===== config.mk =====
export PLATFORM = sky130hd
export DESIGN_NAME = rvv_csr
export DESIGN_NICKNAME = d
export VERILOG_FILES = /design/src/rtl/rvv_cfg_pkg.sv /design/src/rtl/rvv_pcpi_pkg.sv /design/src/rtl/rvv_csr.sv
export SDC_FILE = /design/constraint.sdc
export NUM_CORES = 1
export LEC_CHECK = 0
export BUFFER_PORTS_ARGS = -buffer_cell sky130_fd_sc_hd__buf_2
export CORE_ASPECT_RATIO = 1.2
export CORE_MARGIN = 2
export CORE_UTILIZATION = 30
export DETAILED_ROUTE_END_ITERATION = 12
export GPL_TIMING_DRIVEN = 0
export PLACE_DENSITY = 0.65
export SETUP_SLACK_MARGIN = 0.3
export SYNTH_ARGS = -nofsm -noshare
export SYNTH_HDL_FRONTEND = slang
export SYNTH_SLANG_ARGS = --single-unit

===== constraint.sdc =====
create_clock -name clk -period 3.2 [get_ports clk]
set_input_delay 0.48 -clock clk [delete_from_list [all_inputs] [get_ports clk]]
set_output_delay 0.48 -clock clk [all_outputs]
set_load 0.02 [all_outputs]

===== src/rtl/rvv_cfg_pkg.sv =====
package rvv_cfg_pkg;

	// architectural sizes
	localparam int VLEN      = 128;
	localparam int VLENB     = VLEN / 8;
	localparam int NUM_VREGS = 32;
	localparam int MAX_LMUL  = 8;

	typedef logic [VLEN-1:0] vreg_t;  // one vector register
	typedef logic [4:0]      vaddr_t; // register number
	typedef logic [31:0]     word_t;  // scalar word

	// counts up to VLENB * MAX_LMUL inclusive
	typedef logic [$clog2(VLENB*MAX_LMUL+1):0] vl_t;

	// vsew encodings that are accepted, anything else makes vill
	typedef enum logic [2:0] {
		E8  = 3'b000,
		E16 = 3'b001,
		E32 = 3'b010
	} sew_e;

	// vtype CSR, vill is bit 31 and the rest sits in bits 7..0
	typedef struct packed {
		logic       vill;
		logic       vma;
		logic       vta;
		logic [2:0] sew;
		logic [2:0] lmul;
	} vtype_t;

endpackage


===== src/rtl/rvv_pcpi_pkg.sv =====
package rvv_pcpi_pkg;

	// major opcodes
	localparam logic [6:0] OPC_OP_V     = 7'b1010111;
	localparam logic [6:0] OPC_LOAD_FP  = 7'b0000111;
	localparam logic [6:0] OPC_STORE_FP = 7'b0100111;

	localparam logic [2:0] F3_OPIVV = 3'b000;
	localparam logic [2:0] F3_OPMVV = 3'b010;
	localparam logic [2:0] F3_OPIVI = 3'b011;
	localparam logic [2:0] F3_OPIVX = 3'b100;
	localparam logic [2:0] F3_CFG   = 3'b111;

	localparam logic [5:0] F6_VMV       = 6'b010111;
	localparam logic [5:0] F6_VWXUNARY0 = 6'b010000;

	// width field of vector load/store
	localparam logic [2:0] MEM_W8  = 3'b000;
	localparam logic [2:0] MEM_W16 = 3'b101;
	localparam logic [2:0] MEM_W32 = 3'b110;

	typedef enum logic [2:0] {
		CLS_NONE = 3'd0,
		CLS_CFG,
		CLS_LOAD,
		CLS_STORE,
		CLS_MOVE,
		CLS_MVXS
	} insn_class_e;

	typedef enum logic [1:0] {SRC_VEC, SRC_SCALAR, SRC_IMM} mv_src_e;

	typedef enum logic [1:0] {CFG_VLI, CFG_VILI, CFG_VL} cfg_kind_e;

	typedef struct packed {
		insn_class_e         cls;
		mv_src_e             src;
		cfg_kind_e           cfg;
		rvv_cfg_pkg::sew_e   mem_sew;   // element width of a load/store
		rvv_cfg_pkg::vaddr_t vd;
		rvv_cfg_pkg::vaddr_t vs1;
		rvv_cfg_pkg::vaddr_t vs2;
		logic                rs1_nonzero;
		logic                rd_nonzero;
		logic [4:0]          imm;
		rvv_cfg_pkg::vtype_t vtype_imm; // zimm of vsetvli/vsetivli
	} dec_t;

	typedef struct packed {
		logic                valid;
		rvv_cfg_pkg::word_t  insn;
		rvv_cfg_pkg::word_t  rs1;
		rvv_cfg_pkg::word_t  rs2;
	} pcpi_req_t;

	typedef struct packed {
		logic                wr;
		rvv_cfg_pkg::word_t  rd;
		logic                waiting;
		logic                ready;
	} pcpi_rsp_t;

	typedef struct packed {
		logic                valid;
		logic                store;
		rvv_cfg_pkg::word_t  addr;
		rvv_cfg_pkg::word_t  wdata;
		logic [3:0]          strb;
	} mem_req_t;

	typedef struct packed {
		logic                en;
		rvv_cfg_pkg::vaddr_t addr;
		rvv_cfg_pkg::vreg_t  data;
	} vrf_wr_t;

	typedef struct packed {
		rvv_cfg_pkg::vaddr_t addr;
	} vrf_rd_t;

endpackage


===== src/rtl/rvv_csr.sv =====
`timescale 1ns/100ps

module rvv_csr (
	input  logic                clk,
	input  logic                resetn,
	input  logic                start_i,
	input  rvv_pcpi_pkg::dec_t  dec_i,
	input  rvv_cfg_pkg::word_t  rs1_i,
	input  rvv_cfg_pkg::word_t  rs2_i,
	output rvv_cfg_pkg::vtype_t vtype_o,
	output rvv_cfg_pkg::vl_t    vl_o,
	output logic                done_o
);
	rvv_cfg_pkg::vtype_t vt_new;
	rvv_cfg_pkg::vl_t    vlmax;
	rvv_cfg_pkg::vl_t    vl_new;
	rvv_cfg_pkg::word_t  avl;
	logic                legal;

	always_comb begin
		if (dec_i.cfg == rvv_pcpi_pkg::CFG_VL)
			vt_new = {rs2_i[31] | (|rs2_i[30:8]), rs2_i[7:0]}; // any reserved bit -> vill
		else
			vt_new = dec_i.vtype_imm;

		// fractional and reserved lmul have bit 2 set
		legal = !vt_new.vill && !vt_new.lmul[2] && vt_new.sew inside
			{rvv_cfg_pkg::E8, rvv_cfg_pkg::E16, rvv_cfg_pkg::E32};
		vlmax = rvv_cfg_pkg::vl_t'(rvv_cfg_pkg::VLENB >> vt_new.sew) << vt_new.lmul[1:0];

		if (dec_i.cfg == rvv_pcpi_pkg::CFG_VILI)
			avl = rvv_cfg_pkg::word_t'(dec_i.imm);
		else if (dec_i.rs1_nonzero)
			avl = rs1_i;
		else if (dec_i.rd_nonzero)
			avl = '1;
		else
			avl = rvv_cfg_pkg::word_t'(vlmax);

		vl_new = (avl < rvv_cfg_pkg::word_t'(vlmax)) ? rvv_cfg_pkg::vl_t'(avl) : vlmax;
	end

	always_ff @(posedge clk) begin
		if (!resetn) begin
			vtype_o <= '{vill: 1'b1, default: '0};
			vl_o    <= '0;
			done_o  <= 1'b0;
		end else begin
			done_o <= start_i;
			if (start_i) begin
				if (legal) begin
					vtype_o <= vt_new;
					vl_o    <= vl_new;
				end else begin
					vtype_o <= '{vill: 1'b1, default: '0};
					vl_o    <= '0;
				end
			end
		end
	end

endmodule


## Word-level counts from Yosys, hierarchy flattened

Cells that the tools add are included.

- Register bits: 19
- Input bits: 108

- Magnitude comparators: 1
- Equality and inequality tests: 4
- Shift-type cells: 2
- Mux-type cells: 7
- Bitwise gates (word level): 1
- Reductions and logical operators: 7

Operators by type and width:

| kind | number |
|---|---|
| $mux W32 | 3 |
| $mux W9 | 4 |
| $lt A32 B9 Y1 | 1 |
| $reduce_or A23 Y1 | 1 |
| $shl A9 B2 Y9 | 1 |
| $shr A5 B3 Y9 const A | 1 |
| $eq A3 B1 Y1 const B | 1 |
| $eq A3 B2 Y1 const B | 1 |
| $logic_not A3 Y1 | 1 |
| $reduce_bool A3 Y1 | 1 |
| $eq A2 B1 Y1 const B | 1 |
| $eq A2 B2 Y1 const B | 1 |
| $logic_and A1 B1 Y1 | 2 |
| $logic_not A1 Y1 | 2 |
| $or A1 B1 Y1 | 1 |

## Longest topological paths before layout

Gate-level depths: netlist of the first run.

- Depth in word-level cells: 11
- Gate-level depth with buffers: 15

## Worst setup path before layout of the first run

No wires, ideal clock.

- Path type: input to register
- Start: input dec_i[34] (netlist bit)
- End: register vl_o[2]
- Arrival time: 3.359 ns
- Required time: 3.083 ns
- Slack: -0.276 ns
- Stages on the path: 15
- Buffers on the path: 2
- Cells stage by stage: buf_6 > nand2b_4 > buf_12 > a31oi_2 > o31ai_1 > o311a_1 > o311ai_1 > inv_1 > ha_1 > a21o_1 > a21o_1 > a221oi_1 > o211a_4 > nand2_1 > a32o_1

- Cells in the longest elaborated chain, start to end: 10
- Elaborated cells on any way between the ends: 19

Ends and longest elaborated chain:

| what | RTL line | text |
|---|---|---|
| start, declared | rvv_csr.sv:7 | `input rvv_pcpi_pkg::dec_t dec_i,` |
| $eq A2 B2 Y1 | rvv_csr.sv:21 | `if (dec_i.cfg == rvv_pcpi_pkg::CFG_VL)` |
| $mux W9 | rvv_csr.sv:21 |  |
| $shr A5 B3 Y9 | rvv_csr.sv:29 | `vlmax = rvv_cfg_pkg::vl_t'(rvv_cfg_pkg::VLENB >> vt_new.sew) << vt_new.lmul[1:0];` |
| $shl A9 B2 Y9 | rvv_csr.sv:29 |  |
| $mux W32 | rvv_csr.sv:35 | `else if (dec_i.rd_nonzero)` |
| $mux W32 | rvv_csr.sv:33 | `else if (dec_i.rs1_nonzero)` |
| $mux W32 | rvv_csr.sv:31 | `if (dec_i.cfg == rvv_pcpi_pkg::CFG_VILI)` |
| $lt A32 B9 Y1 | rvv_csr.sv:40 | `vl_new = (avl < rvv_cfg_pkg::word_t'(vlmax)) ? rvv_cfg_pkg::vl_t'(avl) : vlmax;` |
| $mux W9 | rvv_csr.sv:40 |  |
| $mux W9 * | rvv_csr.sv:51 | `if (legal) begin` |
| end signal, assigned | rvv_csr.sv:53 | `vl_o <= vl_new;` |
| end, declared | rvv_csr.sv:11 | `output rvv_cfg_pkg::vl_t vl_o,` |

Mark *: on every way between the ends. The rest lies on a longest branch, timed or not.
A chain may end at the register's enable or synchronous reset.

## Worst setup path in the final report of the first run

- Start: input dec_i[34] (netlist bit)
- End: register vl_o[4]

The elaborated chain is that of the path after synthesis.

==> reports/metrics.csv, run 1 <==
metric,value,unit
worstPathArrival,3.25,ns
status,"finished, final reports clean",
fin_crit_sh,0.9683,
cap_violations,0,
worstRegToRegCells,3,
synth_xor_area_frac,0.02069,
cpMostUsedCell,a21o_1,
grt_max_degree,11,
wl,5786,microns
crit_fanout,6,
gp_congestion,0.8702,
cts_max_level,1,
n_antenna_cell,0,
syn_inst,198,
finalSetupViolations,0,
yosysTopAreaCell,dfxtp_1,
drive_above_1_share,0.5198,
required,3.35,ns
hp-class,reg2reg,
multi_input_area,0.001349,sq mm
synth_seq_cells,19,
antenna_left,0,
die_height,86.29,microns
min_to,vtype_o[8]$_SDFFE_PN1P_,
fin_setup_tns,0,ns
synth_commonest_cells,"21 x nand2_1, 19 x dfxtp_1, 17 x o21ai_0",
synth-seq-area-share,0.2247,
worst_path_largest_cell_delay,0.32,ns
hold_path_depth,2,
cts_sinks,19,
cts_made_buffers,3,
rows,29,
synth.net_count,313,
initial_utilization,0.3152,
synthMuxAreaShare,0.07761,
pre_cts_slack,-0.4946,ns
hold_violations,0,
setup_slack,0.1013,ns
path_cells,buf_8 -> buf_6 -> and4bb_2 -> a31oi_4 -> o31ai_2 -> o311a_4 -> o311ai_4 -> inv_2 -> ha_4 -> a21o_1 -> a21o_1 -> a221oi_4 -> o211a_4 -> nand2_1 -> a32o_1,
drt_iter0_drc,88,
cts.path.max_buffers,2,
async_reset_ff_frac,0,
critPathLaunchType,input pin,
nets,445,
regArea,380.4,sq um
via_per_inst,5.322,
cts_root_buf,clkbuf_8,
dpl.hpwl,4403,microns
core_area,0.005370,sq mm
synthAdderAreaFrac,0.05174,
antenna_found_initial,0,
yosysMostFrequentCell,nand2_1,
r2r_slack,2.46,ns
synth_area_leaders,"dfxtp_1 22%, ha_1 5.2%, o21ai_0 5.0%",
powerDensity,259.8,mW/mm^2
ys_warn_count,0,
wl_per_cell,14.80,microns
ir_worst_vdd,0.1541,mV
critPathTopFamily,compound AO/OA/AOI/OAI gates,
synth_top_family_by_area,simple AND/OR/NAND/NOR gates,
grt_pass1_vias,2006,
maxSlewHeadroom,0.6295,
synth_area_per_cell,8.550,sq um
synth_compound_area_frac,0.2646,
cts_tree,done,
crit_type,in2reg,
min-delay-start,vtype_o[8]$_SDFFE_PN1P_,
clkTransAtPathRegs,0.07,ns
end_kind,flip-flop,
drc,0,
fill_cells,526,
synthDistinctLibCells,55,
clock_latency,0.25,ns
port_buffers,102,
grt_setup_unrepaired,yes,
design.die.area,0.006263,sq mm
cellLeakagePower,1.213,nW
cpMaxStageDelayCell,and4bb_2,
max_freq,0.3227,GHz
gr-total-overflow,0,
slew_violations,0,
io-pin-count,127,
synth-edff-count,0,
reg2reg_from,vl_o[3]$_SDFFE_PN0P_,
dr_total_vias,2081,
skew,0,ns
worstMarginPinSlew,0.5515,ns
synthToLayoutAreaGrowth,59.94,%
grt_pass1_wl,8845,microns
r2r_end,vl_o[3]$_SDFFE_PN0P_,
yosys_most_used_dff,dfxtp_1,
yosys.area_share.simple,0.3067,
synth_area,0.001693,sq mm
netlist.area_leader.share,0.2247,
grtUsageTotal,0.1748,
fin_crit,3.099,ns
drt_first_pass_iters,4,
die_w,72.58,microns
path_buf_inv,3,
[report_power, final]
group          internal (mW)  leakage [nW]  switching (mW)
clock                 0.0885        0.0228          0.0760
sequential             0.239         0.153        0.000853
combinational          0.153          1.04           0.146
total                  0.480          1.21           0.223
[worst max-delay path by stage]
stage	start	end	slack [ns]	cells past startpoint
floorplan	dec_i[35]	vl_o[2]$_SDFFE_PN0P_	-0.03	14
global placement	dec_i[35]	vl_o[4]$_SDFFE_PN0P_	-0.47	15
detailed placement	dec_i[35]	vl_o[4]$_SDFFE_PN0P_	-0.49	15
CTS	dec_i[34]	vl_o[4]$_SDFFE_PN0P_	0.04	16
global route	dec_i[34]	vl_o[2]$_SDFFE_PN0P_	-0.008	15
finish	dec_i[34]	vl_o[4]$_SDFFE_PN0P_	0.10	15
[flip-flops by register name, indices dropped and copies added (netlist names)]
name and count:
done_o 1, vl_o 9, vtype_o 9
[cell type report]
class / count / share of cell area
Tap cell: 62 / 0.02865
Sequential cell: 19 / 0.1405
Clock buffer: 4 / 0.01664
Timing Repair Buffer: 127 / 0.2796
Inverter: 6 / 0.008318
Multi-Input combinational cell: 164 / 0.4981
Buffer: 9 / 0.02819
[layout by cell type, fill, tap and decap left out, types with 2 or more instances in the layout]
cell type / count
buf_2: 101
nand2_1: 20
dfxtp_1: 19
buf_4: 19
o21ai_0: 15
nor2_1: 10
nor4_1: 9
a21oi_1: 7
clkbuf_1: 6
mux2i_1: 6
nor3_1: 6
buf_6: 5
and4bb_2: 5
or3_1: 5
ha_1: 5
inv_1: 4
a31oi_4: 4
nand2b_1: 4
nand4_1: 4
and2_1: 4
a32o_1: 4
buf_8: 3
xor2_1: 3
nand3_1: 3
o31ai_1: 3
clkbuf_8: 3
buf_12: 2
mux2i_4: 2
nor2b_1: 2
a21oi_2: 2
inv_2: 2
o32ai_1: 2
o21ai_1: 2
nor4b_1: 2
a21o_1: 2
o211ai_2: 2
ha_4: 2
[through the flow]
stage          hold WS (ns)  power, mW    util  instances  cell area (sq um)
2_1_floorplan        0.5222     0.3833       -        198               1728
3_3_place_gp         0.4326     0.4740  0.4313        362               2316
3_5_place_dp         0.4364     0.4783  0.4313        362               2316
4_1_cts              0.4473     0.6730  0.4713        384               2531
5_1_grt              0.4804     0.7475  0.5042        391               2708
6_report             0.4474     0.7035  0.5042        391               2708
[routing by layer]
| layer | GRT usage | vias up | part of all wire |
|---|---|---|---|
| met3 | 0.03488 | 8 | 0.059 |
| met2 | 0.3322 | 87 | 0.52 |
| li1 | - | 1021 | - |
| met5 | 0 | - | 0 |
| met4 | 0.03704 | 0 | 0.012 |
| met1 | 0.1977 | 965 | 0.41 |
[worst register-to-register path, delay by kind of cell, from the launching register on]
| kind | cells | cell delay (ns) |
|---|---|---|
| compound gates | 2 | 0.29 |
| flops | 1 | 0.31 |
| simple gates | 1 | 0.05 |
[logic make-up (layout without fill, tap and decap cells)]
family / count (synthesis) / in the layout
simple gates: 85 / 85
compound gates: 58 / 58
flops: 19 / 19
buf+inv: 15 / 146
mux: 10 / 10
fa+ha+maj: 7 / 7
xor+xnor: 4 / 4
[what timing repair did]
| item | in CTS | in global routing |
|---|---|---|
| hold buffers | 0 | 0 |
| endpoints found under the setup margin | 8 | 8 |
| buffers inserted | 17 | 6 |
| gates cloned | 1 | 1 |
| endpoints found under the hold margin | 0 | 0 |
| pin swaps | 10 | 8 |
| resized for setup | 5 | 22 |
(Power assumes the default switching activity.)
==> run 2, diff against run 1 <==
--- a/config.mk
+++ b/config.mk
@@ -11,7 +11,8 @@
 export CORE_UTILIZATION = 30
 export DETAILED_ROUTE_END_ITERATION = 12
 export GPL_TIMING_DRIVEN = 0
-export PLACE_DENSITY = 0.65
+export HOLD_SLACK_MARGIN = 0.1
+export PLACE_DENSITY_LB_ADDON = 0.15
 export SETUP_SLACK_MARGIN = 0.3
 export SYNTH_ARGS = -nofsm -noshare
 export SYNTH_HDL_FRONTEND = slang
==> run 2 against run 1 <==
Effect of this change:
- wire length fell by 5.1%
- die area did not move
- via count fell by 3.3%
- flip-flop and latch count did not move
==> reports/metrics.csv, run 2 (synthesis gave the netlist of run 1 again) <==
metric,value,unit,change
cellLeakagePower,1.166,nW,-3.9%
critPathLaunchType,input pin,,
antenna_left,0,,unchanged
core_area,0.005370,sq mm,unchanged
cts_root_buf,clkbuf_8,,
n_antenna_cell,0,,unchanged
via_per_inst,5.215,,-2.0%
hp-class,reg2reg,,
crit_type,in2reg,,
reg2reg_from,vl_o[3]$_SDFFE_PN0P_,,
gr-total-overflow,0,,unchanged
place_inst,362,,unchanged
ir_worst_vdd,0.1730,mV,+12%
die_w,72.58,microns,unchanged
top_regs,"vl_o x9, vtype_o x9, done_o x1",,
clkTransAtPathRegs,0.07,ns,about the same
drc,0,,unchanged
drive_above_1_share,0.5093,,-0.01050
io-pin-count,127,,unchanged
grt_setup_unrepaired,yes,,
cts_tree,done,,
grt_pass1_vias,1905,,-5.0%
antenna_found_initial,0,,unchanged
wl,5491,microns,-5.1%
cap_violations,0,,unchanged
required,3.35,ns,about the same
end_kind,flip-flop,,
hold_violations,0,,unchanged
powerDensity,261.5,mW/mm^2,+0.63%
crit_fanout,10,,+4
maxSlewHeadroom,0.6456,,+0.01607
layout_common_cells,"102 x buf_2, 19 x nand2_1, 19 x dfxtp_1, 18 x buf_4, 16 x o21ai_0",,
fin_crit,3.106,ns,+0.007510 ns
max_freq,0.3219,GHz,-0.24%
drt_iter0_drc,95,,+8.0%
cts_hold_buf,0,,unchanged
grtUsageTotal,0.1715,,-0.003303
wl_per_cell,14.23,microns,-3.9%
worstMarginPinSlew,0.5276,ns,-0.02392 ns
instances_no_fill,386,,-1.3%
clock_latency,0.25,ns,about the same
grt_pass1_wl,8611,microns,-2.6%
worstPathArrival,3.26,ns,about the same
min-delay-start,vtype_o[8]$_SDFFE_PN1P_,,
gp_congestion,0.8853,,+1.7%
cts_made_buffers,3,,unchanged
initial_utilization,0.3152,,unchanged
nets,440,,-1.1%
crit_start,dec_i[35],,
cts.path.max_buffers,2,,unchanged
fin_setup_tns,0,ns,unchanged
dr_total_vias,2013,,-3.3%
dpl.hpwl,4295,microns,-2.5%
cts_sinks,19,,unchanged
drt_first_pass_iters,4,,unchanged
status,"finished, final reports clean",,
rows,29,,unchanged
cts_max_level,1,,unchanged
grt_max_degree,11,,unchanged
die_height,86.29,microns,unchanged
port_buffers,102,,unchanged
synthToLayoutAreaGrowth,53.36,%,
layout_commonest_cell,buf_2,,
skew,0,ns,unchanged
finalSetupViolations,0,,unchanged
fin_crit_sh,0.9707,,+0.002347
fill_cells,546,,+3.8%
slew_violations,0,,unchanged
design.die.area,0.006263,sq mm,unchanged
-- run 2: cell types whose count changed in the layout (fill, tap and decap cells not counted), sizes merged --
cell,change
clkbuf,-1
buf,-4
-- run 2: through the flow --
stage          hold slack [ns]  setup WS, ns  utilization  power [mW]  instance area (sq um)
2_1_floorplan           0.5222      -0.03122            -      0.3833                   1728
3_3_place_gp            0.4316       -0.5125       0.4313      0.4752                   2316
3_5_place_dp            0.4373       -0.5340       0.4313      0.4775                   2316
4_1_cts                 0.4475       0.06930       0.4699      0.6678                   2524
5_1_grt                 0.4743      -0.05328       0.4835      0.7214                   2596
6_report                0.4449       0.09379       0.4835      0.6788                   2596
-- run 2: final timing paths --
| path | endpoint | slack, ns | cells after the start |
|---|---|---|---|
| hold reg to reg | vtype_o[8]$_SDFFE_PN1P_ | 0.44 | 2 |
| setup / recovery | vl_o[4]$_SDFFE_PN0P_ | 0.09 | 16 |
| setup reg to reg | vl_o[3]$_SDFFE_PN0P_ | 2.45 | 3 |
| hold / removal | vtype_o[8]$_SDFFE_PN1P_ | 0.44 | 2 |
-- run 2: layer usage --
layer,vias up,GRT usage,share of wire
met4,0,0.02525,0.0027
met3,3,0.02791,0.056
met2,75,0.3281,0.53
li1,1018,-,-
met1,917,0.2007,0.41
met5,-,0,0
-- run 2: repair_timing --
item / CTS / global route
setup endpoints to repair: 8 / 8
setup buffers: 17 / 2
gates resized for setup: 7 / 11
cloned: 1 / 0
pin swaps: 9 / 6
-- run 2: cell type report --
| type | count | area, sq um | share of cell area |
|---|---|---|---|
| Timing Repair Buffer | 122 | 671.9 | 0.2588 |
| Tap cell | 62 | 77.57 | 0.02988 |
| Buffer | 9 | 76.32 | 0.02940 |
| Multi-Input combinational cell | 164 | 1323 | 0.5094 |
| Sequential cell | 19 | 380.4 | 0.1465 |
| Inverter | 6 | 22.52 | 0.008675 |
| Clock buffer | 4 | 45.04 | 0.01735 |
-- run 2: power breakdown --
part / internal (mW) / switching (mW) / total [mW]
combinational: 0.138 / 0.137 / 0.275
clock: 0.0885 / 0.0758 / 0.164
sequential: 0.239 / 0.000840 / 0.240
total: 0.466 / 0.213 / 0.679
-- run 2: worst max-delay path, stage by stage --
cell and delay, ns:
buf_2 0.10, buf_8 0.13, nor2b_4 0.16, buf_6 0.12
nor2_1 0.05, o31ai_2 0.27, o311a_1 0.30, buf_4 0.15
inv_1 0.06, ha_4 0.24, a21o_1 0.15, a21o_1 0.16
a221oi_2 0.32, o211a_4 0.26, nand2_2 0.06, a32o_1 0.24
