--- config.mk ---
export PLATFORM = sky130hd
export DESIGN_NAME = rvv_lsu
export DESIGN_NICKNAME = d
export VERILOG_FILES = /design/src/rtl/rvv_cfg_pkg.sv /design/src/rtl/rvv_pcpi_pkg.sv /design/src/rtl/rvv_lsu.sv
export SDC_FILE = /design/constraint.sdc
export NUM_CORES = 1
export LEC_CHECK = 0
export ABC_AREA = 1
export BUFFER_PORTS_ARGS = -buffer_cell sky130_fd_sc_hd__buf_2
export CAP_MARGIN = 20
export CORE_AREA = 2 2 182 184
export DETAILED_ROUTE_END_ITERATION = 7
export DIE_AREA = 0 0 184 186
export GPL_TIMING_DRIVEN = 0
export MAX_ROUTING_LAYER = met4
export PLACE_DENSITY = 0.61
export SLEW_MARGIN = 20
export SYNTH_ARGS = -nofsm -noshare
export SYNTH_HDL_FRONTEND = slang
export SYNTH_SLANG_ARGS = --single-unit
--- constraint.sdc ---
create_clock -name clk -period 3.9 [get_ports clk]
set_input_delay 0.39 -clock clk [delete_from_list [all_inputs] [get_ports clk]]
set_output_delay 0.39 -clock clk [all_outputs]
set_load 0.02 [all_outputs]
--- src/rtl/rvv_cfg_pkg.sv ---
package rvv_cfg_pkg;

	// architectural sizes
	localparam int VLEN      = 128;
	localparam int VLENB     = VLEN / 8;
	localparam int NUM_VREGS = 32;
	localparam int MAX_LMUL  = 8;

	typedef logic [VLEN-1:0] vreg_t;  // one vector register
	typedef logic [4:0]      vaddr_t; // register number
	typedef logic [31:0]     word_t;  // scalar word

	// counts up to VLENB * MAX_LMUL inclusive
	typedef logic [$clog2(VLENB*MAX_LMUL+1):0] vl_t;

	// vsew encodings that are accepted, anything else makes vill
	typedef enum logic [2:0] {
		E8  = 3'b000,
		E16 = 3'b001,
		E32 = 3'b010
	} sew_e;

	// vtype CSR, vill is bit 31 and the rest sits in bits 7..0
	typedef struct packed {
		logic       vill;
		logic       vma;
		logic       vta;
		logic [2:0] sew;
		logic [2:0] lmul;
	} vtype_t;

endpackage

--- src/rtl/rvv_pcpi_pkg.sv ---
package rvv_pcpi_pkg;

	// major opcodes
	localparam logic [6:0] OPC_OP_V     = 7'b1010111;
	localparam logic [6:0] OPC_LOAD_FP  = 7'b0000111;
	localparam logic [6:0] OPC_STORE_FP = 7'b0100111;

	localparam logic [2:0] F3_OPIVV = 3'b000;
	localparam logic [2:0] F3_OPMVV = 3'b010;
	localparam logic [2:0] F3_OPIVI = 3'b011;
	localparam logic [2:0] F3_OPIVX = 3'b100;
	localparam logic [2:0] F3_CFG   = 3'b111;

	localparam logic [5:0] F6_VMV       = 6'b010111;
	localparam logic [5:0] F6_VWXUNARY0 = 6'b010000;

	// width field of vector load/store
	localparam logic [2:0] MEM_W8  = 3'b000;
	localparam logic [2:0] MEM_W16 = 3'b101;
	localparam logic [2:0] MEM_W32 = 3'b110;

	typedef enum logic [2:0] {
		CLS_NONE = 3'd0,
		CLS_CFG,
		CLS_LOAD,
		CLS_STORE,
		CLS_MOVE,
		CLS_MVXS
	} insn_class_e;

	typedef enum logic [1:0] {SRC_VEC, SRC_SCALAR, SRC_IMM} mv_src_e;

	typedef enum logic [1:0] {CFG_VLI, CFG_VILI, CFG_VL} cfg_kind_e;

	typedef struct packed {
		insn_class_e         cls;
		mv_src_e             src;
		cfg_kind_e           cfg;
		rvv_cfg_pkg::sew_e   mem_sew;   // element width of a load/store
		rvv_cfg_pkg::vaddr_t vd;
		rvv_cfg_pkg::vaddr_t vs1;
		rvv_cfg_pkg::vaddr_t vs2;
		logic                rs1_nonzero;
		logic                rd_nonzero;
		logic [4:0]          imm;
		rvv_cfg_pkg::vtype_t vtype_imm; // zimm of vsetvli/vsetivli
	} dec_t;

	typedef struct packed {
		logic                valid;
		rvv_cfg_pkg::word_t  insn;
		rvv_cfg_pkg::word_t  rs1;
		rvv_cfg_pkg::word_t  rs2;
	} pcpi_req_t;

	typedef struct packed {
		logic                wr;
		rvv_cfg_pkg::word_t  rd;
		logic                waiting;
		logic                ready;
	} pcpi_rsp_t;

	typedef struct packed {
		logic                valid;
		logic                store;
		rvv_cfg_pkg::word_t  addr;
		rvv_cfg_pkg::word_t  wdata;
		logic [3:0]          strb;
	} mem_req_t;

	typedef struct packed {
		logic                en;
		rvv_cfg_pkg::vaddr_t addr;
		rvv_cfg_pkg::vreg_t  data;
	} vrf_wr_t;

	typedef struct packed {
		rvv_cfg_pkg::vaddr_t addr;
	} vrf_rd_t;

endpackage

--- src/rtl/rvv_lsu.sv ---
`timescale 1ns/100ps

module rvv_lsu (
	input  logic                   clk,
	input  logic                   resetn,
	input  logic                   start_i,
	input  rvv_pcpi_pkg::dec_t     dec_i,
	input  rvv_cfg_pkg::vtype_t    vtype_i,
	input  rvv_cfg_pkg::vl_t       vl_i,
	input  rvv_cfg_pkg::word_t     base_i,
	output rvv_pcpi_pkg::vrf_rd_t  vrf_rd_o,
	input  rvv_cfg_pkg::vreg_t     vrf_rdata_i,
	output rvv_pcpi_pkg::vrf_wr_t  vrf_wr_o,
	output rvv_pcpi_pkg::mem_req_t mem_req_o,
	input  logic                   mem_done_i,
	input  rvv_cfg_pkg::word_t     mem_rdata_i,
	output logic                   done_o
);
	typedef enum logic [1:0] {IDLE, ISSUE, WAIT} state_e;

	state_e              state;
	rvv_cfg_pkg::vl_t    idx;     // element index over the whole group

	// operation latched at start
	rvv_cfg_pkg::word_t  base_q;
	rvv_cfg_pkg::vaddr_t vd_q;
	rvv_cfg_pkg::sew_e   eew_q;
	logic                store_q;

	rvv_cfg_pkg::word_t  byte_pos;
	rvv_cfg_pkg::word_t  addr;
	rvv_cfg_pkg::vaddr_t reg_addr;
	rvv_cfg_pkg::word_t  wmask;   // element bits in a word
	rvv_cfg_pkg::word_t  elem;
	rvv_cfg_pkg::vreg_t  emask;
	rvv_cfg_pkg::vreg_t  ldata;
	logic [3:0]          bmask;
	logic [4:0]          lsh;     // bit position of the byte lane
	logic [$clog2(rvv_cfg_pkg::VLEN)-1:0] boff; // bit offset inside the register

	always_comb begin
		byte_pos = rvv_cfg_pkg::word_t'(idx) << eew_q;
		addr     = base_q + byte_pos;
		reg_addr = vd_q + rvv_cfg_pkg::vaddr_t'(byte_pos >> $clog2(rvv_cfg_pkg::VLENB));
		boff     = {byte_pos[$clog2(rvv_cfg_pkg::VLENB)-1:0], 3'b000};
		lsh      = {addr[1:0], 3'b000};

		case (eew_q)
			rvv_cfg_pkg::E8: begin
				wmask = 32'h0000_00ff;
				bmask = 4'b0001;
			end
			rvv_cfg_pkg::E16: begin
				wmask = 32'h0000_ffff;
				bmask = 4'b0011;
			end
			default: begin
				wmask = 32'hffff_ffff;
				bmask = 4'b1111;
			end
		endcase

		elem  = rvv_cfg_pkg::word_t'(vrf_rdata_i >> boff) & wmask;
		emask = rvv_cfg_pkg::vreg_t'(wmask) << boff;
		ldata = rvv_cfg_pkg::vreg_t'((mem_rdata_i >> lsh) & wmask) << boff;
	end

	assign vrf_rd_o.addr = reg_addr;

	// request is held for the single ISSUE cycle
	assign mem_req_o.valid = (state == ISSUE);
	assign mem_req_o.store = store_q;
	assign mem_req_o.addr  = addr;
	assign mem_req_o.wdata = elem << lsh;
	assign mem_req_o.strb  = bmask << addr[1:0];

	// load merges the returned lane into the current register
	assign vrf_wr_o.en   = (state == WAIT) && mem_done_i && !store_q;
	assign vrf_wr_o.addr = reg_addr;
	assign vrf_wr_o.data = (vrf_rdata_i & ~emask) | ldata;

	always_ff @(posedge clk) begin
		if (state == IDLE && start_i) begin
			base_q  <= base_i;
			vd_q    <= dec_i.vd;
			eew_q   <= dec_i.mem_sew;
			store_q <= (dec_i.cls == rvv_pcpi_pkg::CLS_STORE);
		end
	end

	always_ff @(posedge clk) begin
		if (!resetn) begin
			state  <= IDLE;
			idx    <= '0;
			done_o <= 1'b0;
		end else begin
			done_o <= 1'b0;
			case (state)
				IDLE: begin
					if (start_i) begin
						idx <= '0;
						if (vl_i == '0 || vtype_i.vill)
							done_o <= 1'b1; // nothing to transfer
						else
							state <= ISSUE;
					end
				end
				ISSUE: state <= WAIT;
				WAIT: begin
					if (mem_done_i) begin
						if (idx == vl_i - 1'b1) begin
							state  <= IDLE;
							done_o <= 1'b1;
						end else begin
							idx   <= idx + 1'b1;
							state <= ISSUE;
						end
					end
				end
				default: state <= IDLE;
			endcase
		end
	end

endmodule

; Word-level counts from Yosys, hierarchy flattened
; Cells that the tools add are included.
; W data, S select, Z words.
[word_totals]
word_cells = 59
register_bits = 53
in_bits = 255
[op_classes]
n_shift = 7
n_mux = 16
add_sub_neg = 4
eq_ne = 9
n_reduce_logical = 11
bitwise = 5
[ops]
columns = cell, count
row1 = $and A128 B128 Y128, 1
row2 = $and A128 B32 Y128, 1
row3 = $not A128 Y128, 1
row4 = $or A128 B128 Y128, 1
row5 = $shl A128 B7 Y128, 1
row6 = $shl A32 B7 Y128, 1
row7 = $shr A128 B7 Y32, 1
row8 = $shr A32 B5 Y128, 1
row9 = $pmux W32 S2, 1
row10 = $add A32 B32 Y32, 1
row11 = $and A32 B32 Y32, 1
row12 = $shl A32 B5 Y32, 1
row13 = $shl A9 B3 Y32, 1
row14 = $mux W9, 3
row15 = $pmux W9 S2, 1
row16 = $add A9 B1 Y9 const B, 1
row17 = $eq A9 B9 Y1, 1
row18 = $logic_not A9 Y1, 1
row19 = $sub A9 B1 Y9 const B, 1
row20 = $ne A2 B2 Y1 const B, 4
row21 = $pmux W4 S2, 1
row22 = $mux W2, 3
row23 = $pmux W2 S3, 1
row24 = $add A5 B5 Y5, 1
row25 = 15 further kinds, 21

; Logic depth before layout (Yosys ltp)
; Gate-level depths: netlist of run 1.
[logic_depth]
depth_word = 6
mapped_depth = 21
depth_no_buf = 20

; Worst setup path after synthesis of run 1
; Ideal clock, no wire load.
[synth_timing]
kind = reg2out
startpoint = reg eew_q[1]
endpoint = out vrf_wr_o[121] (netlist name)
path_buffers = 3
arrival_ps = 3079
path_slack_ps = 431
required_time_ps = 3510
stages_incl_launch_ff = 18
cell_sequence = edfxtp_1 > nor2_4 > nand2_2 > buf_6 > buf_6 > inv_4 > ha_1 > ha_1 > inv_1 > clkbuf_1 > o21ai_0 > a21oi_1 > o21ai_0 > o21ai_1 > nand2_1 > o21ai_0 > nand2_1 > o21ai_0
[synth_rtl]
columns = item, line
row1 = from (decl), rvv_lsu.sv:27  ; rvv_cfg_pkg::sew_e eew_q;
row2 = from (signal assigned), rvv_lsu.sv:86  ; eew_q <= dec_i.mem_sew;
row3 = to (decl), rvv_lsu.sv:13  ; output rvv_pcpi_pkg::vrf_wr_t vrf_wr_o,

==> impl_metrics.csv, run 1 <==
group,metric,value,unit
cts,cts.path.max_buffers,2,
final_layout,layout-drive-gt1-share,27.9,%
critical_path,endpoint_kind,"primary output",
placement,hpwl,65900,microns
placement,gp_congestion,1.14,
global_routing,grt.total_usage,46.9,%
outcome,status,"finished clean",
yosys,synthAdderAreaFrac,2.46,%
yosys,synthesis.area,11000,sq um
yosys,avgSynthCellArea,5.53,sq um
placement,preCtsSetupSlack,-0.868,ns
yosys,muxShareOfSynthArea,0.182,%
final_layout,layout_common_cells,"615 x nand2_1, 453 x buf_2, 200 x inv_1",
final_layout,final_common_cell,"nand2_1",
global_routing,grt_pass1_wl,111000,microns
timing,maxSlewViolCount,0,
yosys,synth-main-ff-cell,"edfxtp_1",
yosys,synthCells,1988,
cts,clkSinkCount,53,
yosys,synth-seq-cells,53,
yosys,synth-xor-area-share,2.71,%
cts,cts_buffers,5,
route,ant_nets,0,
yosys,async_flop_share,0,%
pwr,ir_worst_vdd,0.380,mV
pwr,fin_total_pwr,0.00333,W
die,io_pins,465,
timing,min_period,3.87,ns
die,rows,66,
critical_path,worstPathMaxFanout,10,
cts,path_clk_slew,0.07,ns
cts,cts_root_buf,"clkbuf_16",
cts,h-tree-depth,2,
timing,finalCritPeriodShare,99.3,%
route,drt_first_pass_iters,8,
critical_path,criticalPathCategory,"reg -> out",
yosys,synth-simple-area-share,37.4,%
yosys,syn-num-nets,2264,
yosys,seq_area_frac_synth,13.4,%
timing,finClkSkew,0.0144,ns
final_layout,final_cells,2849,
timing,setup_viol,0,
cts,cts_tree,"yes",
timing,fmax,258,MHz
placement,io_buffers,426,
yosys,ys_types,46,
timing,relSlewSlack,24.6,%
final_layout,nets,2709,
die,fp.dieW,184,microns
run,drv_cap,0,
route,drt_iter0_drc,2324,
hold_path,min-delay-path-class,"in -> reg",
global_routing,antenna_found_initial,6,
route,vias,17300,
die,initial_core_util,34.1,%
timing,tns,0,ns
die,die_h,186,microns
cts,clock_latency,0.31,ns
route,vias_per_cell,6.09,
yosys,synth_compound_area_share,28.6,%
route,wl,80600,microns
pwr,p_leak,7.42,nW
critical_path,worstPathRequired,3.51,ns
pwr,powerDensity,233,nW/um^2
route,drc,0,
critical_path,cp-start-kind,"flip-flop",
global_routing,grt_max_degree,42,
timing,hold_viol,0,
final_layout,syn_to_final_growth,30.1,%
timing,fin_ws,0.0282,ns
timing,rsz0062_at_grt,"true",
die,dieArea,34200,sq um
cts,cts_hold_buffers,0,
yosys,synth_top_family_by_area,"simple AND/OR/NAND/NOR gates",
critical_path,cp.arrival,3.48,ns
route,wl_per_cell,28.3,microns
yosys,synth_edf_count,41,
yosys,yosys_warnings,0,
die,coreArea,32200,sq um
global_routing,overflow,0,
timing,tightest_slew,1.12,ns
global_routing,grt_pass1_vias,16400,
placement,dpl.cell_count,2822,
[per-stage QoR]
step                      util [%]  area (sq um)  hold WS, ns
after floorplan                  -         11000        0.468
after global routing          44.4         14300        0.254
after global placement        42.4         13600        0.490
final                         44.4         14300        0.256
after detailed placement      42.4         13600        0.497
after CTS                     43.5         14000        0.251
[registers in the layout, summed over array words and instances (netlist names)]
name     count
eew_q        3
vd_q         5
store_q      1
state        2
idx          9
done_o       1
base_q      32
[cell type report]
| cell class | count | area (sq um) |
|---|---|---|
| buffer | 132 | 911 |
| multi-input combinational | 1588 | 8160 |
| sequential | 53 | 1470 |
| fill | 3667 | 17900 |
| tap | 408 | 510 |
| inverter | 214 | 823 |
| clock inverter | 3 | 21.3 |
| clock buffer | 5 | 125 |
| antenna | 7 | 17.5 |
| timing repair buffer | 439 | 2270 |
[power by group]
| group | leakage [nW] | total [W] | switching [W] | internal, W |
|---|---|---|---|---|
| Clock | 0.0719 | 0.000450 | 0.000210 | 0.000239 |
| Sequential | 0.493 | 0.000680 | 0.0000266 | 0.000653 |
| Combinational | 6.86 | 0.00220 | 0.00154 | 0.000665 |
[what timing repair did]
item	CTS	global route
buffers inserted	7	6
setup endpoints to repair	166	112
pin swaps	9	15
resized for setup	58	96
[final timing paths]
path / slack (ns) / end / depth (start not counted) / startpoint
worst max register to register: 2.02 / idx[6] / 14 / idx[1]
worst min-delay path: 0.26 / base_q[21] / 1 / base_i[21]
worst min register to register: 0.51 / idx[5] / 2 / idx[5]
worst max-delay path: 0.03 / vrf_wr_o[53] / 11 / eew_q[0]
[cell families (layout without fill, tap and decap cells)]
group | after synthesis | in the layout
and+or+nand+nor | 989 | 989
adders and majority gates | 21 | 21
DFF | 53 | 53
other | 0 | 7
muxes | 2 | 2
xor gates and xnor gates | 34 | 34
buffers and inverters | 347 | 793
AOI/OAI and AO/OA | 542 | 542
[metal layers]
metal / GRT usage [%] / wire, microns / part of all wire (%)
met1: 52.8 / 28900 / 36
met3: 11.5 / 9900 / 12
met2: 71.9 / 33900 / 42
met5: - / 0 / 0
met4: 35.7 / 7930 / 9.8
[critical path: stages, from the launching register on]
cell and delay [ns]:
edfxtp_1 0.35, buf_4 0.18, inv_2 0.14, nand2_1 0.08
nand3_1 0.13, nand3_2 0.17, inv_1 0.17, buf_4 0.23
buf_2 0.31, clkdlybuf4s15_1 0.78, o22ai_1 0.35, buf_2 0.26
[synth_stat cells (7+ instances only)]
cell | n | share of area, %
a21oi_1 | 66 | 3.0
buf_2 | 40 | 1.8
buf_4 | 28 | 1.9
buf_6 | 28 | 2.9
clkbuf_1 | 33 | 1.1
dfxtp_1 | 12 | 2.2
edfxtp_1 | 41 | 11
ha_1 | 20 | 2.3
inv_1 | 204 | 7.0
inv_2 | 7 | 0.24
nand2_1 | 624 | 21
nand3_1 | 157 | 7.1
nand4_1 | 10 | 0.57
nor2_1 | 142 | 4.8
nor3_1 | 17 | 0.77
o211ai_1 | 42 | 2.9
o211ai_2 | 11 | 1.3
o21ai_0 | 182 | 8.3
o21ai_1 | 96 | 4.4
o21ai_2 | 21 | 1.7
o22ai_1 | 111 | 6.3
or2_1 | 7 | 0.40
xnor2_1 | 8 | 0.64
xor2_1 | 26 | 2.1
No activity file was read; power rests on OpenSTA's default activity.
==> run 2: changes to the inputs <==
- MAX_ROUTING_LAYER: met4 -> default
==> impl_metrics.csv, run 2 (same netlist as run 1, synthesis figures left out) <==
group,metric,value,unit
pwr,pwr-share-seq,19.6,%
route,drt_first_pass_iters,8,
route,drc,0,
final_layout,syn_to_final_growth,30.1,%
global_routing,grt_pass1_vias,16400,
die,coreArea,32200,sq um
final_layout,layout-drive-gt1-share,27.5,%
cts,clock_latency,0.30,ns
critical_path,endpoint_kind,"primary output",
global_routing,grt.total_usage,45.7,%
cts,h-tree-depth,2,
global_routing,grt_max_degree,42,
critical_path,worstPathRequired,3.51,ns
global_routing,grt_pass1_wl,112000,microns
timing,fin_ws,-0.0278,ns
timing,finClkSkew,0.00595,ns
placement,hpwl,66000,microns
outcome,violations,"setup timing",
cts,cts.path.max_buffers,2,
pwr,powerDensity,242,nW/um^2
pwr,pwr-share-comb,63.6,%
cts,cts_tree,"yes",
die,initial_core_util,34.1,%
placement,io_buffers,426,
cts,cts_buffers,5,
final_layout,layout_common_cells,"617 x nand2_1, 451 x buf_2, 200 x inv_1",
route,wl,81000,microns
final_layout,nets,2710,
critical_path,cp.arrival,3.54,ns
route,vias_per_cell,6.10,
timing,fmax,255,MHz
outcome,status,"finished with violations",
pwr,p_int,0.00169,W
pwr,switching_share,51.3,%
placement,preCtsSetupSlack,-0.778,ns
timing,hold_viol,0,
die,dieArea,34200,sq um
critical_path,criticalPathCategory,"reg -> out",
timing,relSlewSlack,18.4,%
hold_path,whs_path_depth,1,
timing,maxSlewViolCount,0,
cts,path_clk_slew,0.07,ns
timing,setup_viol,1,
pwr,p_leak,7.44,nW
route,vias,17300,
timing,min_period,3.93,ns
final_layout,fillerInstances,3659,
final_layout,reg_top3,"base_q (32), idx (9), vd_q (5)",
route,wl_per_cell,28.5,microns
cts,cts_root_buf,"clkbuf_16",
final_layout,largest_reg_flops,32,
critical_path,worstPathMaxFanout,10,
critical_path,reg2reg_from,"idx[1]",
critical_path,setup.worst_path.start,"eew_q[0]",
final_layout,final_util,44.4,%
cts,cts_hold_buffers,0,
route,ant_nets,0,
placement,gp_congestion,1.14,
final_layout,top_register,"base_q",
die,rows,66,
die,die_h,186,microns
critical_path,cp-start-kind,"flip-flop",
timing,tightest_slew,1.22,ns
run,drv_cap,0,
global_routing,overflow,0,
pwr,p_sw,0.00177,W
timing,finalCritPeriodShare,101,%
route,drt_iter0_drc,2321,
pwr,p_clk_share,16.8,%
hold_path,min-delay-start,"base_i[5]",
hold_path,min-delay-path-class,"in -> reg",
pwr,ir_worst_vdd,0.620,mV
final_layout,final_common_cell,"nand2_1",
global_routing,antenna_found_initial,4,
critical_path,reg2reg_depth,14,
timing,rsz0062_at_grt,"true",
die,io_pins,465,
cts,clkSinkCount,53,
die,fp.dieW,184,microns
==> run 2: changes by cell type in the layout (fill, tap and decap cells not counted), moves of 3 or more <==
cell and change:
buf_4 +4, diode_2 -6, nor2_2 -3, o21ai_0 +3, o22ai_1 +4, o22ai_2 -5
==> run 2: power groups by stage <==
stage / logic, W / clock network [W] / registers (W)
after CTS: 0.00207 / 0.000586 / 0.000678
after global placement: 0.00203 / 0 / 0.000691
final: 0.00220 / 0.000582 / 0.000678
after detailed placement: 0.00203 / 0 / 0.000691
after global routing: 0.00230 / 0.000607 / 0.000681
after floorplan: 0.00119 / 0 / 0.000683
==> run 2: final cells by class <==
cell class / instances / area [sq um] / share of cell area (%)
flip-flops and latches: 53 / 1470 / 10.3
plain buffers: 133 / 912 / 6.38
well taps: 408 / 510 / 3.57
clock inverters: 3 / 68.8 / 0.481
clock buffers: 5 / 125 / 0.875
inverters: 214 / 821 / 5.74
diodes: 1 / 2.50 / 0.0175
repair buffers: 439 / 2280 / 15.9
multi-input cells: 1588 / 8110 / 56.7
==> run 2: critical path: stages (launching register included) <==
cell and delay (ns):
edfxtp_1 0.36, buf_4 0.18, inv_2 0.13, nand2_1 0.13, nand2_2 0.13, nand3_4 0.13
inv_2 0.15, buf_4 0.29, nand3_1 0.24, nor2_1 0.94, o22ai_1 0.29, buf_2 0.25
==> run 2: per-layer routing <==
layer | GRT usage (%) | up-vias | wire, microns | share of wire [%]
met5 | 0 | - | 29 | 0.036
li1 | - | 7567 | - | -
met1 | 53.2 | 7934 | 29100 | 36
met2 | 70.7 | 1430 | 33900 | 42
met3 | 11.8 | 398 | 9790 | 12
met4 | 37.8 | 6 | 8180 | 10
==> run 2: metrics by stage <==
| step | TNS [ns] | instance area [sq um] | cells | hold WS [ns] | power [W] |
|---|---|---|---|---|---|
| after detailed placement | -48.49 | 13600 | 2822 | 0.490 | 0.00272 |
| after global placement | -46.03 | 13600 | 2822 | 0.489 | 0.00272 |
| after floorplan | 0 | 11000 | 1988 | 0.468 | 0.00187 |
| after CTS | -0.0208 | 14000 | 2837 | 0.256 | 0.00333 |
| final | -0.0278 | 14300 | 2844 | 0.255 | 0.00346 |
| after global routing | -0.0595 | 14300 | 2843 | 0.256 | 0.00359 |
==> run 2: timing repair <==
item | in CTS | in global routing
pin swaps | 5 | 15
endpoints found under the hold margin | 0 | 0
setup endpoints to repair | 164 | 104
setup buffers | 7 | 6
gates resized for setup | 38 | 102
==> run 2: final timing paths <==
| kind | endpoint | slack, ns |
|---|---|---|
| worst max-delay path | vrf_wr_o[51] | -0.03 |
| worst min-delay path | base_q[5] | 0.26 |
| worst max register to register | idx[4] | 2.00 |
| worst min register to register | idx[5] | 0.50 |
